### config.mk
export PLATFORM = sky130hd
export DESIGN_NAME = rv32_csr_unit
export DESIGN_NICKNAME = d
export VERILOG_FILES = /design/src/common/csr_pkg.sv /design/src/csr/csr_access.sv /design/src/csr/perf_counters.sv /design/src/csr/rv32_csr_unit.sv /design/src/csr/trap_regs.sv
export VERILOG_INCLUDE_DIRS = /design/src /design/src/common
export SDC_FILE = /design/constraint.sdc
export NUM_CORES = 1
export LEC_CHECK = 0
export BUFFER_PORTS_ARGS = -buffer_cell sky130_fd_sc_hd__buf_2
export CAP_MARGIN = 20
export CORE_MARGIN = 2
export CORE_UTILIZATION = 61
export DETAILED_ROUTE_END_ITERATION = 16
export PLACE_DENSITY_LB_ADDON = 0.15
export SLEW_MARGIN = 20
export SYNTH_ARGS = -nofsm -noshare
export SYNTH_HDL_FRONTEND = slang
export SYNTH_HIERARCHICAL = 1
export SYNTH_SLANG_ARGS = --single-unit
### constraint.sdc
create_clock -name clk -period 4.3 [get_ports clk]
set_input_delay 0.215 -clock clk [delete_from_list [all_inputs] [get_ports clk]]
set_output_delay 0.215 -clock clk [all_outputs]
set_load 0.01 [all_outputs]
### src/common/csr_cfg.svh
`ifndef CSR_CFG_SVH
`define CSR_CFG_SVH

// machine trap setup and handling
`define CSR_ADDR_MSTATUS   12'h300
`define CSR_ADDR_MISA      12'h301
`define CSR_ADDR_MIE       12'h304
`define CSR_ADDR_MTVEC     12'h305
`define CSR_ADDR_MSCRATCH  12'h340
`define CSR_ADDR_MEPC      12'h341
`define CSR_ADDR_MCAUSE    12'h342
`define CSR_ADDR_MTVAL     12'h343

// machine counters
`define CSR_ADDR_MCYCLE    12'hB00
`define CSR_ADDR_MINSTRET  12'hB02
`define CSR_ADDR_MCYCLEH   12'hB80
`define CSR_ADDR_MINSTRETH 12'hB82

// user-mode read-only aliases
`define CSR_ADDR_CYCLE     12'hC00
`define CSR_ADDR_TIME      12'hC01
`define CSR_ADDR_INSTRET   12'hC02
`define CSR_ADDR_CYCLEH    12'hC80
`define CSR_ADDR_TIMEH     12'hC81
`define CSR_ADDR_INSTRETH  12'hC82

// write operations, 2'b11 is never issued
`define CSR_OP_RW 2'b00
`define CSR_OP_RS 2'b01
`define CSR_OP_RC 2'b10

`define CSR_SRC_IMM 1'b0
`define CSR_SRC_REG 1'b1

// MXL=1 (32 bit), only the I extension
`define MISA_VALUE 32'h4000_0100

`define MCAUSE_ECALL_M    4'b1011
`define MCAUSE_BREAKPOINT 4'b0011

// only machine mode exists
`define MSTATUS_MPP_M 2'b11

`endif

### src/common/csr_pkg.sv
package csr_pkg;

    // request from the execute stage
    typedef struct packed {
        logic        read;
        logic        write;
        logic [1:0]  write_op;
        logic        src;
        logic [11:0] addr;
        logic [31:0] rs1_value;
        logic [31:0] imm_value;
    } csr_req_t;

    typedef struct packed {
        logic        ecall;
        logic        ebreak;
        logic        mret;
        logic [31:0] pc;
    } trap_req_t;

    typedef struct packed {
        logic [18:0] reserved_hi;
        logic [1:0]  mpp;
        logic [2:0]  reserved_mid;
        logic        mpie;
        logic [2:0]  reserved_lo;
        logic        mie;
        logic [2:0]  reserved_low;
    } mstatus_bits_t;

    typedef struct packed {
        logic [19:0] reserved_hi;
        logic        meie;
        logic [2:0]  reserved_mid;
        logic        mtie;
        logic [2:0]  reserved_lo;
        logic        msie;
        logic [2:0]  reserved_low;
    } mie_bits_t;

    typedef struct packed {
        logic [29:0] base;
        logic        reserved;
        logic        mode;
    } mtvec_bits_t;

    typedef struct packed {
        logic        interrupt;
        logic [26:0] reserved;
        logic [3:0]  code;
    } mcause_bits_t;

    // one CSR word, seen through the layout of the addressed register
    typedef union packed {
        logic [31:0]   raw;
        mstatus_bits_t mstatus;
        mie_bits_t     mie;
        mtvec_bits_t   mtvec;
        mcause_bits_t  mcause;
    } csr_word_u;

    typedef struct packed {
        logic        write;
        logic [11:0] addr;
        csr_word_u   data;
    } csr_wr_t;

    typedef struct packed {
        logic        mstatus_mpie;
        logic        mstatus_mie;
        logic        mie_meie;
        logic        mie_mtie;
        logic        mie_msie;
        logic [29:0] mtvec_base;
        logic        mtvec_mode;
        logic [31:0] mscratch;
        logic [29:0] mepc;
        logic        mcause_interrupt;
        logic [3:0]  mcause_code;
        logic [31:0] mtval;
    } machine_state_t;

    typedef struct packed {
        logic [63:0] cycle;
        logic [63:0] instret;
    } counter_state_t;

endpackage

### src/csr/csr_access.sv
`timescale 1ns/1ps
`include "csr_cfg.svh"

module csr_access (
    input  csr_pkg::csr_req_t       csr_req,
    input  csr_pkg::machine_state_t machine_state,
    input  csr_pkg::counter_state_t counters,
    output logic [31:0]             read_value,
    output csr_pkg::csr_wr_t        csr_wr
);
    import csr_pkg::*;

    csr_word_u   rd_word;
    logic [31:0] write_value;
    logic [31:0] new_value;

    always_comb begin
        rd_word.raw = '0;
        case (csr_req.addr)
            `CSR_ADDR_MSTATUS: begin
                rd_word.mstatus.mpp  = `MSTATUS_MPP_M;
                rd_word.mstatus.mpie = machine_state.mstatus_mpie;
                rd_word.mstatus.mie  = machine_state.mstatus_mie;
            end
            `CSR_ADDR_MISA:     rd_word.raw = `MISA_VALUE;
            `CSR_ADDR_MIE: begin
                rd_word.mie.meie = machine_state.mie_meie;
                rd_word.mie.mtie = machine_state.mie_mtie;
                rd_word.mie.msie = machine_state.mie_msie;
            end
            `CSR_ADDR_MTVEC: begin
                rd_word.mtvec.base = machine_state.mtvec_base;
                rd_word.mtvec.mode = machine_state.mtvec_mode;
            end
            `CSR_ADDR_MSCRATCH: rd_word.raw = machine_state.mscratch;
            `CSR_ADDR_MEPC:     rd_word.raw = {machine_state.mepc, 2'b00};
            `CSR_ADDR_MCAUSE: begin
                rd_word.mcause.interrupt = machine_state.mcause_interrupt;
                rd_word.mcause.code      = machine_state.mcause_code;
            end
            `CSR_ADDR_MTVAL:    rd_word.raw = machine_state.mtval;
            // time has no separate timer, it mirrors cycle
            `CSR_ADDR_MCYCLE,
            `CSR_ADDR_CYCLE,
            `CSR_ADDR_TIME:     rd_word.raw = counters.cycle[31:0];
            `CSR_ADDR_MCYCLEH,
            `CSR_ADDR_CYCLEH,
            `CSR_ADDR_TIMEH:    rd_word.raw = counters.cycle[63:32];
            `CSR_ADDR_MINSTRET,
            `CSR_ADDR_INSTRET:  rd_word.raw = counters.instret[31:0];
            `CSR_ADDR_MINSTRETH,
            `CSR_ADDR_INSTRETH: rd_word.raw = counters.instret[63:32];
            default:            rd_word.raw = '0;
        endcase
    end

    assign read_value  = rd_word.raw;
    assign write_value = (csr_req.src == `CSR_SRC_REG) ? csr_req.rs1_value : csr_req.imm_value;

    always_comb begin
        case (csr_req.write_op)
            `CSR_OP_RS: new_value = read_value | write_value;
            `CSR_OP_RC: new_value = read_value & ~write_value;
            default:    new_value = write_value;
        endcase
    end

    assign csr_wr.write    = csr_req.write;
    assign csr_wr.addr     = csr_req.addr;
    assign csr_wr.data.raw = new_value;

    // op 2'b11 has no meaning and must never reach the registers
    always_comb begin
        if (csr_req.write) begin
            assert (csr_req.write_op != 2'b11);
        end
    end

endmodule

### src/csr/perf_counters.sv
`timescale 1ns/1ps

module perf_counters (
    input  logic                    clk,
    input  logic                    reset,
    input  logic                    instr_retired,
    input  logic                    writeback_flush,
    output csr_pkg::counter_state_t counters
);

    logic retire;

    // a flushed writeback did not really retire
    assign retire = instr_retired && !writeback_flush;

    // counts even while the pipeline is stalled
    always_ff @(posedge clk) begin
        if (reset) begin
            counters <= '0;
        end else begin
            counters.cycle   <= counters.cycle + 64'd1;
            counters.instret <= counters.instret + {63'd0, retire};
        end
    end

    assert property (@(posedge clk) disable iff (reset)
        !$past(reset) |-> counters.cycle == $past(counters.cycle) + 64'd1);

endmodule

### src/csr/rv32_csr_unit.sv
`timescale 1ns/1ps

module rv32_csr_unit (
    input  logic               clk,
    input  logic               reset,
    input  logic               stall,
    input  logic               flush,
    input  logic               writeback_flush,
    input  logic               instr_retired,
    input  csr_pkg::csr_req_t  csr_req,
    input  csr_pkg::trap_req_t trap_req,
    output logic [31:0]        read_value,
    output logic               trap,
    output logic [31:0]        trap_pc,
    output logic [63:0]        cycle
);
    import csr_pkg::*;

    machine_state_t machine_state;
    counter_state_t counters;
    csr_wr_t        csr_wr;

    // decode and read mux, purely combinational
    csr_access csr_access_inst (
        .csr_req       (csr_req),
        .machine_state (machine_state),
        .counters      (counters),
        .read_value    (read_value),
        .csr_wr        (csr_wr)
    );

    trap_regs trap_regs_inst (
        .clk           (clk),
        .reset         (reset),
        .stall         (stall),
        .flush         (flush),
        .csr_wr        (csr_wr),
        .trap_req      (trap_req),
        .machine_state (machine_state),
        .trap          (trap),
        .trap_pc       (trap_pc)
    );

    perf_counters perf_counters_inst (
        .clk             (clk),
        .reset           (reset),
        .instr_retired   (instr_retired),
        .writeback_flush (writeback_flush),
        .counters        (counters)
    );

    assign cycle = counters.cycle;

endmodule

### src/csr/trap_regs.sv
`timescale 1ns/1ps
`include "csr_cfg.svh"

module trap_regs (
    input  logic                    clk,
    input  logic                    reset,
    input  logic                    stall,
    input  logic                    flush,
    input  csr_pkg::csr_wr_t        csr_wr,
    input  csr_pkg::trap_req_t      trap_req,
    output csr_pkg::machine_state_t machine_state,
    output logic                    trap,
    output logic [31:0]             trap_pc
);

    logic advance;
    logic exception;

    assign advance   = !stall && !flush;
    assign exception = trap_req.ecall || trap_req.ebreak;

    // redirect target, mtvec mode is stored but never vectors
    always_comb begin
        trap    = 1'b0;
        trap_pc = '0;
        if (advance) begin
            if (exception) begin
                trap    = 1'b1;
                trap_pc = {machine_state.mtvec_base, 2'b00};
            end else if (trap_req.mret) begin
                trap    = 1'b1;
                trap_pc = {machine_state.mepc, 2'b00};
            end
        end
    end

    always_ff @(posedge clk) begin
        if (reset) begin
            machine_state <= '0;
        end else if (advance) begin
            if (csr_wr.write) begin
                case (csr_wr.addr)
                    `CSR_ADDR_MSTATUS: begin
                        machine_state.mstatus_mpie <= csr_wr.data.mstatus.mpie;
                        machine_state.mstatus_mie  <= csr_wr.data.mstatus.mie;
                    end
                    `CSR_ADDR_MIE: begin
                        machine_state.mie_meie <= csr_wr.data.mie.meie;
                        machine_state.mie_mtie <= csr_wr.data.mie.mtie;
                        machine_state.mie_msie <= csr_wr.data.mie.msie;
                    end
                    `CSR_ADDR_MTVEC: begin
                        machine_state.mtvec_base <= csr_wr.data.mtvec.base;
                        machine_state.mtvec_mode <= csr_wr.data.mtvec.mode;
                    end
                    `CSR_ADDR_MSCRATCH: machine_state.mscratch <= csr_wr.data.raw;
                    `CSR_ADDR_MEPC:     machine_state.mepc <= csr_wr.data.raw[31:2];
                    `CSR_ADDR_MCAUSE: begin
                        machine_state.mcause_interrupt <= csr_wr.data.mcause.interrupt;
                        machine_state.mcause_code      <= csr_wr.data.mcause.code;
                    end
                    `CSR_ADDR_MTVAL:    machine_state.mtval <= csr_wr.data.raw;
                    default: begin
                    end
                endcase
            end

            // assigned last so a trap beats a csr write in the same cycle
            if (exception) begin
                machine_state.mepc             <= trap_req.pc[31:2];
                machine_state.mcause_interrupt <= 1'b0;
                if (trap_req.ecall) begin
                    machine_state.mcause_code <= `MCAUSE_ECALL_M;
                end else begin
                    machine_state.mcause_code <= `MCAUSE_BREAKPOINT;
                end
            end else if (trap_req.mret) begin
                machine_state.mstatus_mie  <= machine_state.mstatus_mpie;
                machine_state.mstatus_mpie <= 1'b1;
            end
        end
    end

    // decode upstream raises at most one exception per instruction
    assert property (@(posedge clk) disable iff (reset)
        !(trap_req.ecall && trap_req.ebreak));

endmodule

Word level (Yosys, flattened, before mapping). Cells that the tools add are included.

Flip-flop bits (word level): 263. Input port bits: 122. Output and inout port bits: 129. Logic and storage cells: 89.

Add/subtract/negate cells: 2. Eq/ne operators: 20. Muxes and demuxes: 31. Bitwise logic cells: 3. Reduce and logical (&&, ||, !) cells: 19.

Operators with widths (number): $mux W32 (6); $pmux W18 S9 (1); $mux W135 (1); $eq A12 B12 Y1 const B (10); $eq A12 B10 Y1 const B (8); $add A64 B1 Y64 (1); $add A64 B1 Y64 const B (1); $pmux W32 S2 (1); $mux W35 (1); $and A32 B32 Y32 (1); $not A32 Y32 (1); $or A32 B32 Y32 (1); $mux W31 (1); $mux W30 (1); $pmux W1 S9 (3); $pmux W3 S9 (1); $pmux W3 S8 (1); $pmux W1 S10 (2); $reduce_and A3 Y1 (6); $pmux W1 S11 (1); $pmux W1 S8 (1); $pmux W1 S7 (1); $mux W2 (3); $reduce_bool A2 Y1 (3); 11 further kinds (18).

Depth between registers and ports, before layout.
Depth after elaboration: 9. Depth in mapped cells: 12. Mapped depth without buffers: 10.

By module. Netlist, hierarchy kept.

Modules (own cells, without submodules): perf_counters (times used 1, cells an instance 721, area an instance 5995.8 um^2, seq. area each 2562.5 um^2); trap_regs (times used 1, cells an instance 700, area an instance 5764.3 um^2, seq. area each 2702.6 um^2); csr_access (times used 1, cells an instance 503, area an instance 3742.3 um^2, seq. area each 0.0 um^2).

Worst setup path after synthesis. Ideal clock, no wire load.

Kind: in2reg. Start point: in instr_retired. End point: reg perf_counters_inst/counters[62] (netlist name). Setup time: 0.070 ns. Arrival time: 2.337 ns. Setup slack: 1.893 ns. Stages: 9. Path buffers: 1. Path through: nor2b_1 -> ha_1 -> ha_1 -> nand4_1 -> nor4_4 -> nand4_1 -> buf_2 -> or4_1 -> a21oi_1.

Word-level cells in the longest chain between the ends: 2.

RTL lines: start, declared (line rv32_csr_unit.sv:9) `input logic instr_retired,`; $logic_and A1 B1 Y1 (line perf_counters.sv:14) `assign retire = instr_retired && !writeback_flush;`; $add A64 B1 Y64 (line perf_counters.sv:22) `counters.instret <= counters.instret + {63'd0, retire};`.

Every way passes these cells. A chain may end at the register's enable or synchronous reset.

Final worst setup path.
Start point: reg perf_counters_inst/counters[81] (netlist name). End point: reg perf_counters_inst/counters[126] (netlist name).

Word-level cells in the longest chain between the ends: 1.

RTL lines: $add A64 B1 Y64 (line perf_counters.sv:21) `counters.cycle <= counters.cycle + 64'd1;`.

Every way passes these cells.

==> run_summary.xml <==
<?xml version="1.0" encoding="UTF-8"?>
<metrics>
  <group name="run_status">
    <metric name="outcome" unit="">finished, final reports clean</metric>
  </group>
  <group name="global_routing">
    <metric name="grt_max_degree" unit="">137</metric>
    <metric name="antenna_found_initial" unit="">0</metric>
    <metric name="global_route_wire_length_before_repair" unit="microns">87000</metric>
    <metric name="vias_in_the_first_global_route" unit="">15100</metric>
    <metric name="overflow" unit="">0</metric>
    <metric name="track_usage" unit="">0.420</metric>
  </group>
  <group name="floorplanning">
    <metric name="core_region_area" unit="sq um">25000</metric>
    <metric name="floorplan_row_count" unit="">58</metric>
    <metric name="boundaryPins" unit="">251</metric>
    <metric name="die_h" unit="microns">163</metric>
    <metric name="dieWidth" unit="microns">163</metric>
    <metric name="start_util" unit="">0.619</metric>
    <metric name="die-area" unit="sq um">26700</metric>
  </group>
  <group name="timing">
    <metric name="timing.fmax" unit="MHz">328</metric>
    <metric name="drv_slew" unit="">0</metric>
    <metric name="relSlewSlack" unit="">0.344</metric>
    <metric name="fin_tns_setup" unit="ps">0</metric>
    <metric name="setup-violations-final" unit="">0</metric>
    <metric name="clock-skew-final" unit="ps">8.99</metric>
    <metric name="postLayoutSetupSlackWorst" unit="ps">1250</metric>
    <metric name="ratio_of_final_minimum_period_to_clock_period" unit="">0.710</metric>
    <metric name="rsz_0062_raised_after_global_routing" unit="">false</metric>
    <metric name="finalHoldViolCount" unit="">0</metric>
    <metric name="tightest_slew" unit="ps">984</metric>
    <metric name="fin_crit" unit="ps">3050</metric>
    <metric name="whs" unit="ps">10.5</metric>
  </group>
  <group name="power_and_ir_drop">
    <metric name="power_frac_clock" unit="">0.453</metric>
    <metric name="cellInternalPower" unit="mW">4.13</metric>
    <metric name="power.sequential.fraction" unit="">0.447</metric>
    <metric name="pwr_density_cell" unit="nW/um^2">314</metric>
    <metric name="max-vdd-ir-drop" unit="mV">0.285</metric>
    <metric name="power.share.switching" unit="">0.256</metric>
    <metric name="leakagePower" unit="nW">6.78</metric>
    <metric name="power.switching" unit="mW">1.42</metric>
    <metric name="comb_power_share" unit="">0.100</metric>
  </group>
  <group name="cells_and_area">
    <metric name="fin_area" unit="sq um">17700</metric>
    <metric name="drive_gt1_frac" unit="">0.198</metric>
    <metric name="antenna_cells" unit="">0</metric>
    <metric name="finalCoreUtilization" unit="">0.707</metric>
    <metric name="filler_cell_count" unit="">2075</metric>
    <metric name="final_nets" unit="">2216</metric>
    <metric name="syn_to_final_growth" unit="%">14.3</metric>
  </group>
  <group name="route">
    <metric name="routed_wirelength" unit="microns">58600</metric>
    <metric name="initialDrtViolationCount" unit="">2567</metric>
    <metric name="drt.antenna.violating_nets" unit="">0</metric>
    <metric name="post_drt_via_cell_ratio" unit="">6.92</metric>
    <metric name="drt_wl_cell" unit="microns">24.0</metric>
    <metric name="dr_total_vias" unit="">16900</metric>
    <metric name="drt_drc_violations_left" unit="">0</metric>
    <metric name="detail_route.first_pass.iterations" unit="">7</metric>
  </group>
  <group name="critical_path">
    <metric name="timing.critical_path.required" unit="ps">4760</metric>
    <metric name="worst_setup_path_type" unit="">reg -&gt; reg</metric>
    <metric name="critical_path_cell_sequence" unit="">nand4_1 -&gt; nor3_2 -&gt; nand4_1 -&gt; or3_1 -&gt; a21oi_1</metric>
    <metric name="startpoint_type" unit="">flip-flop</metric>
    <metric name="crit_path_max_fanout" unit="">15</metric>
    <metric name="path_buf_inv" unit="">0</metric>
    <metric name="timing.critical_path.slowest_stage_cell" unit="">sky130_fd_sc_hd__nor3_2</metric>
    <metric name="worst_setup_path_end_kind" unit="">flip-flop</metric>
    <metric name="critPathTopFamily" unit="">simple AND/OR/NAND/NOR gates</metric>
    <metric name="critical_path.max_stage_delay" unit="ps">710</metric>
    <metric name="timing.critical_path.arrival" unit="ps">3510</metric>
    <metric name="crit_path_frequent_cell" unit="">sky130_fd_sc_hd__nand4_1</metric>
  </group>
  <group name="cts">
    <metric name="clock_tree.root_cell" unit="">sky130_fd_sc_hd__clkbuf_16</metric>
    <metric name="postCtsResizedCells" unit="">0</metric>
    <metric name="clkTransAtPathRegs" unit="ps">60</metric>
    <metric name="clock_path_buffers" unit="">3</metric>
    <metric name="cts-buffers-inserted" unit="">28</metric>
    <metric name="clock_insertion_delay_worst_skew" unit="ps">550</metric>
    <metric name="htree_num_levels" unit="">1</metric>
    <metric name="clock-sinks" unit="">263</metric>
    <metric name="tritoncts_clock_tree" unit="">done</metric>
  </group>
  <group name="yosys">
    <metric name="ys_seq_area_frac" unit="">0.340</metric>
    <metric name="synth_enable_flop_cells" unit="">0</metric>
    <metric name="number_of_warnings_printed_during_yosys_synthesis" unit="">6</metric>
    <metric name="ys_top_cells_by_area" unit="">sky130_fd_sc_hd__dfxtp_1 (34%), sky130_fd_sc_hd__a21oi_1 (7.3%), sky130_fd_sc_hd__mux2i_1 (6.7%)</metric>
    <metric name="postSynthRegisterBits" unit="">263</metric>
    <metric name="synth_area_leader_cell" unit="">sky130_fd_sc_hd__dfxtp_1</metric>
    <metric name="synthDominantCellAreaShare" unit="">0.340</metric>
    <metric name="post_synth_inst_count" unit="">1924</metric>
    <metric name="async_s_r_ff_share_synth" unit="">0</metric>
    <metric name="ys_dominant_reg_cell" unit="">sky130_fd_sc_hd__dfxtp_1</metric>
    <metric name="synth.cells.most_frequent" unit="">sky130_fd_sc_hd__dfxtp_1 (263), sky130_fd_sc_hd__nand2_1 (249), sky130_fd_sc_hd__a21oi_1 (227), sky130_fd_sc_hd__nor2_1 (136), sky130_fd_sc_hd__mux2i_1 (103)</metric>
    <metric name="synthDistinctLibCells" unit="">84</metric>
    <metric name="syn_area_per_cell" unit="sq um">8.06</metric>
    <metric name="post_synth_instance_area" unit="sq um">15500</metric>
    <metric name="post-synth-top-count-cell" unit="">sky130_fd_sc_hd__dfxtp_1</metric>
  </group>
  <group name="placed_design">
    <metric name="globalplace.congestion" unit="">0.950</metric>
    <metric name="placement.setup.worst_slack" unit="ps">1170</metric>
    <metric name="hpwlAfterDp" unit="microns">40600</metric>
    <metric name="placed_cell_area" unit="sq um">16700</metric>
    <metric name="port_buffers" unit="">245</metric>
  </group>
  <group name="job">
    <metric name="number_of_max_capacitance_violations_reported" unit="">0</metric>
  </group>
  <group name="hold_path">
    <metric name="hold_class" unit="">in -&gt; reg</metric>
  </group>
</metrics>
sequential cells by signal, summed over array words and instances, names as in the netlist:
register	count
perf_counters_inst/counters	128
trap_regs_inst/machine_state	135
repair_timing:
action,CTS,global route
hold buffers,5,0
endpoints found under the hold margin,5,0
buffers inserted,0,0
tightest hold or removal path, stage by stage:
cell	delay, ps
sky130_fd_sc_hd__buf_2	100
sky130_fd_sc_hd__a21oi_1	110
sky130_fd_sc_hd__a211oi_1	80
power by group through the flow:
| stage | Sequential, mW | Combinational, mW | Clock [mW] |
|---|---|---|---|
| after global placement | 2.53 | 0.520 | 0 |
| after CTS | 2.48 | 0.536 | 2.51 |
| after detailed placement | 2.54 | 0.530 | 0 |
| after global routing | 2.48 | 0.581 | 2.62 |
| final | 2.48 | 0.557 | 2.52 |
| after floorplan | 2.53 | 0.342 | 0 |
metal layers:
layer  track usage  wire length (microns)
met1         0.553                  21600
met2         0.663                  25600
met3        0.0998                   8450
met4         0.169                   2860
met5             0                      0
cells by family (layout without fill, tap and decap cells):
kind of cell,count (synthesis),in the layout,synth area share
compound gates,457,457,0.196
xor+xnor,78,78,0.0441
fa+ha+maj,5,5,0.00404
buf+inv,180,364,0.0559
flops,263,263,0.340
mux,128,128,0.0861
other cells,1,2,0.000242
simple gates,812,812,0.274
path summary, 6_finish.rpt:
| kind | startpoint | end | slack (ps) | depth (start not counted) |
|---|---|---|---|---|
| worst min register to register | trap_regs_inst/machine_state[9]$_SDFFE_PP0P_ | trap_regs_inst/machine_state[9]$_SDFFE_PP0P_ | 450 | 2 |
| worst min-delay path | trap_req[7] | trap_regs_inst/machine_state[42]$_SDFFE_PP0P_ | 10 | 3 |
| worst max register to register | perf_counters_inst/counters[81]$_SDFF_PP0_ | perf_counters_inst/counters[126]$_SDFF_PP0_ | 1250 | 5 |
| worst max-delay path | perf_counters_inst/counters[81]$_SDFF_PP0_ | perf_counters_inst/counters[126]$_SDFF_PP0_ | 1250 | 5 |
final cells by class:
class | instances | area, sq um | share of cell area
Multi-Input combinational cell | 1482 | 9400 | 0.531
Sequential cell | 263 | 5270 | 0.297
Clock inverter | 7 | 91.3 | 0.00516
Tap cell | 330 | 413 | 0.0233
Timing Repair Buffer | 288 | 1590 | 0.0895
Clock buffer | 43 | 858 | 0.0485
Inverter | 26 | 97.6 | 0.00551
per-stage QoR:
stage          cells  total power, mW
3_5_place_dp    2384             3.07
3_3_place_gp    2384             3.05
4_1_cts         2439             5.53
6_report        2439             5.56
5_1_grt         2439             5.69
2_1_floorplan   1925             2.87
cell usage in the layout, fill, tap and decap left out, types with 10 or more instances in the layout:
master / count
sky130_fd_sc_hd__a21oi_1: 227
sky130_fd_sc_hd__dfxtp_1: 263
sky130_fd_sc_hd__nor4_1: 12
sky130_fd_sc_hd__a211oi_1: 12
sky130_fd_sc_hd__buf_4: 38
sky130_fd_sc_hd__nand4_1: 79
sky130_fd_sc_hd__mux2_2: 23
sky130_fd_sc_hd__nand2_1: 249
sky130_fd_sc_hd__o31ai_1: 16
sky130_fd_sc_hd__o2bb2ai_1: 21
sky130_fd_sc_hd__a211oi_2: 19
sky130_fd_sc_hd__and4_1: 14
sky130_fd_sc_hd__xnor2_1: 30
sky130_fd_sc_hd__o21ai_0: 40
sky130_fd_sc_hd__nor2_1: 135
sky130_fd_sc_hd__o32ai_1: 19
sky130_fd_sc_hd__xor2_1: 48
sky130_fd_sc_hd__nor3_1: 66
sky130_fd_sc_hd__a22oi_1: 17
sky130_fd_sc_hd__mux2i_1: 103
sky130_fd_sc_hd__and2_1: 10
sky130_fd_sc_hd__or4_1: 13
sky130_fd_sc_hd__buf_2: 243
sky130_fd_sc_hd__and3_1: 51
sky130_fd_sc_hd__clkbuf_16: 29
sky130_fd_sc_hd__a22o_1: 33
sky130_fd_sc_hd__inv_1: 26
sky130_fd_sc_hd__or3_1: 45
sky130_fd_sc_hd__nor2b_1: 13
sky130_fd_sc_hd__nand3_1: 60
Note: power is estimated with default switching activity, not from simulation.
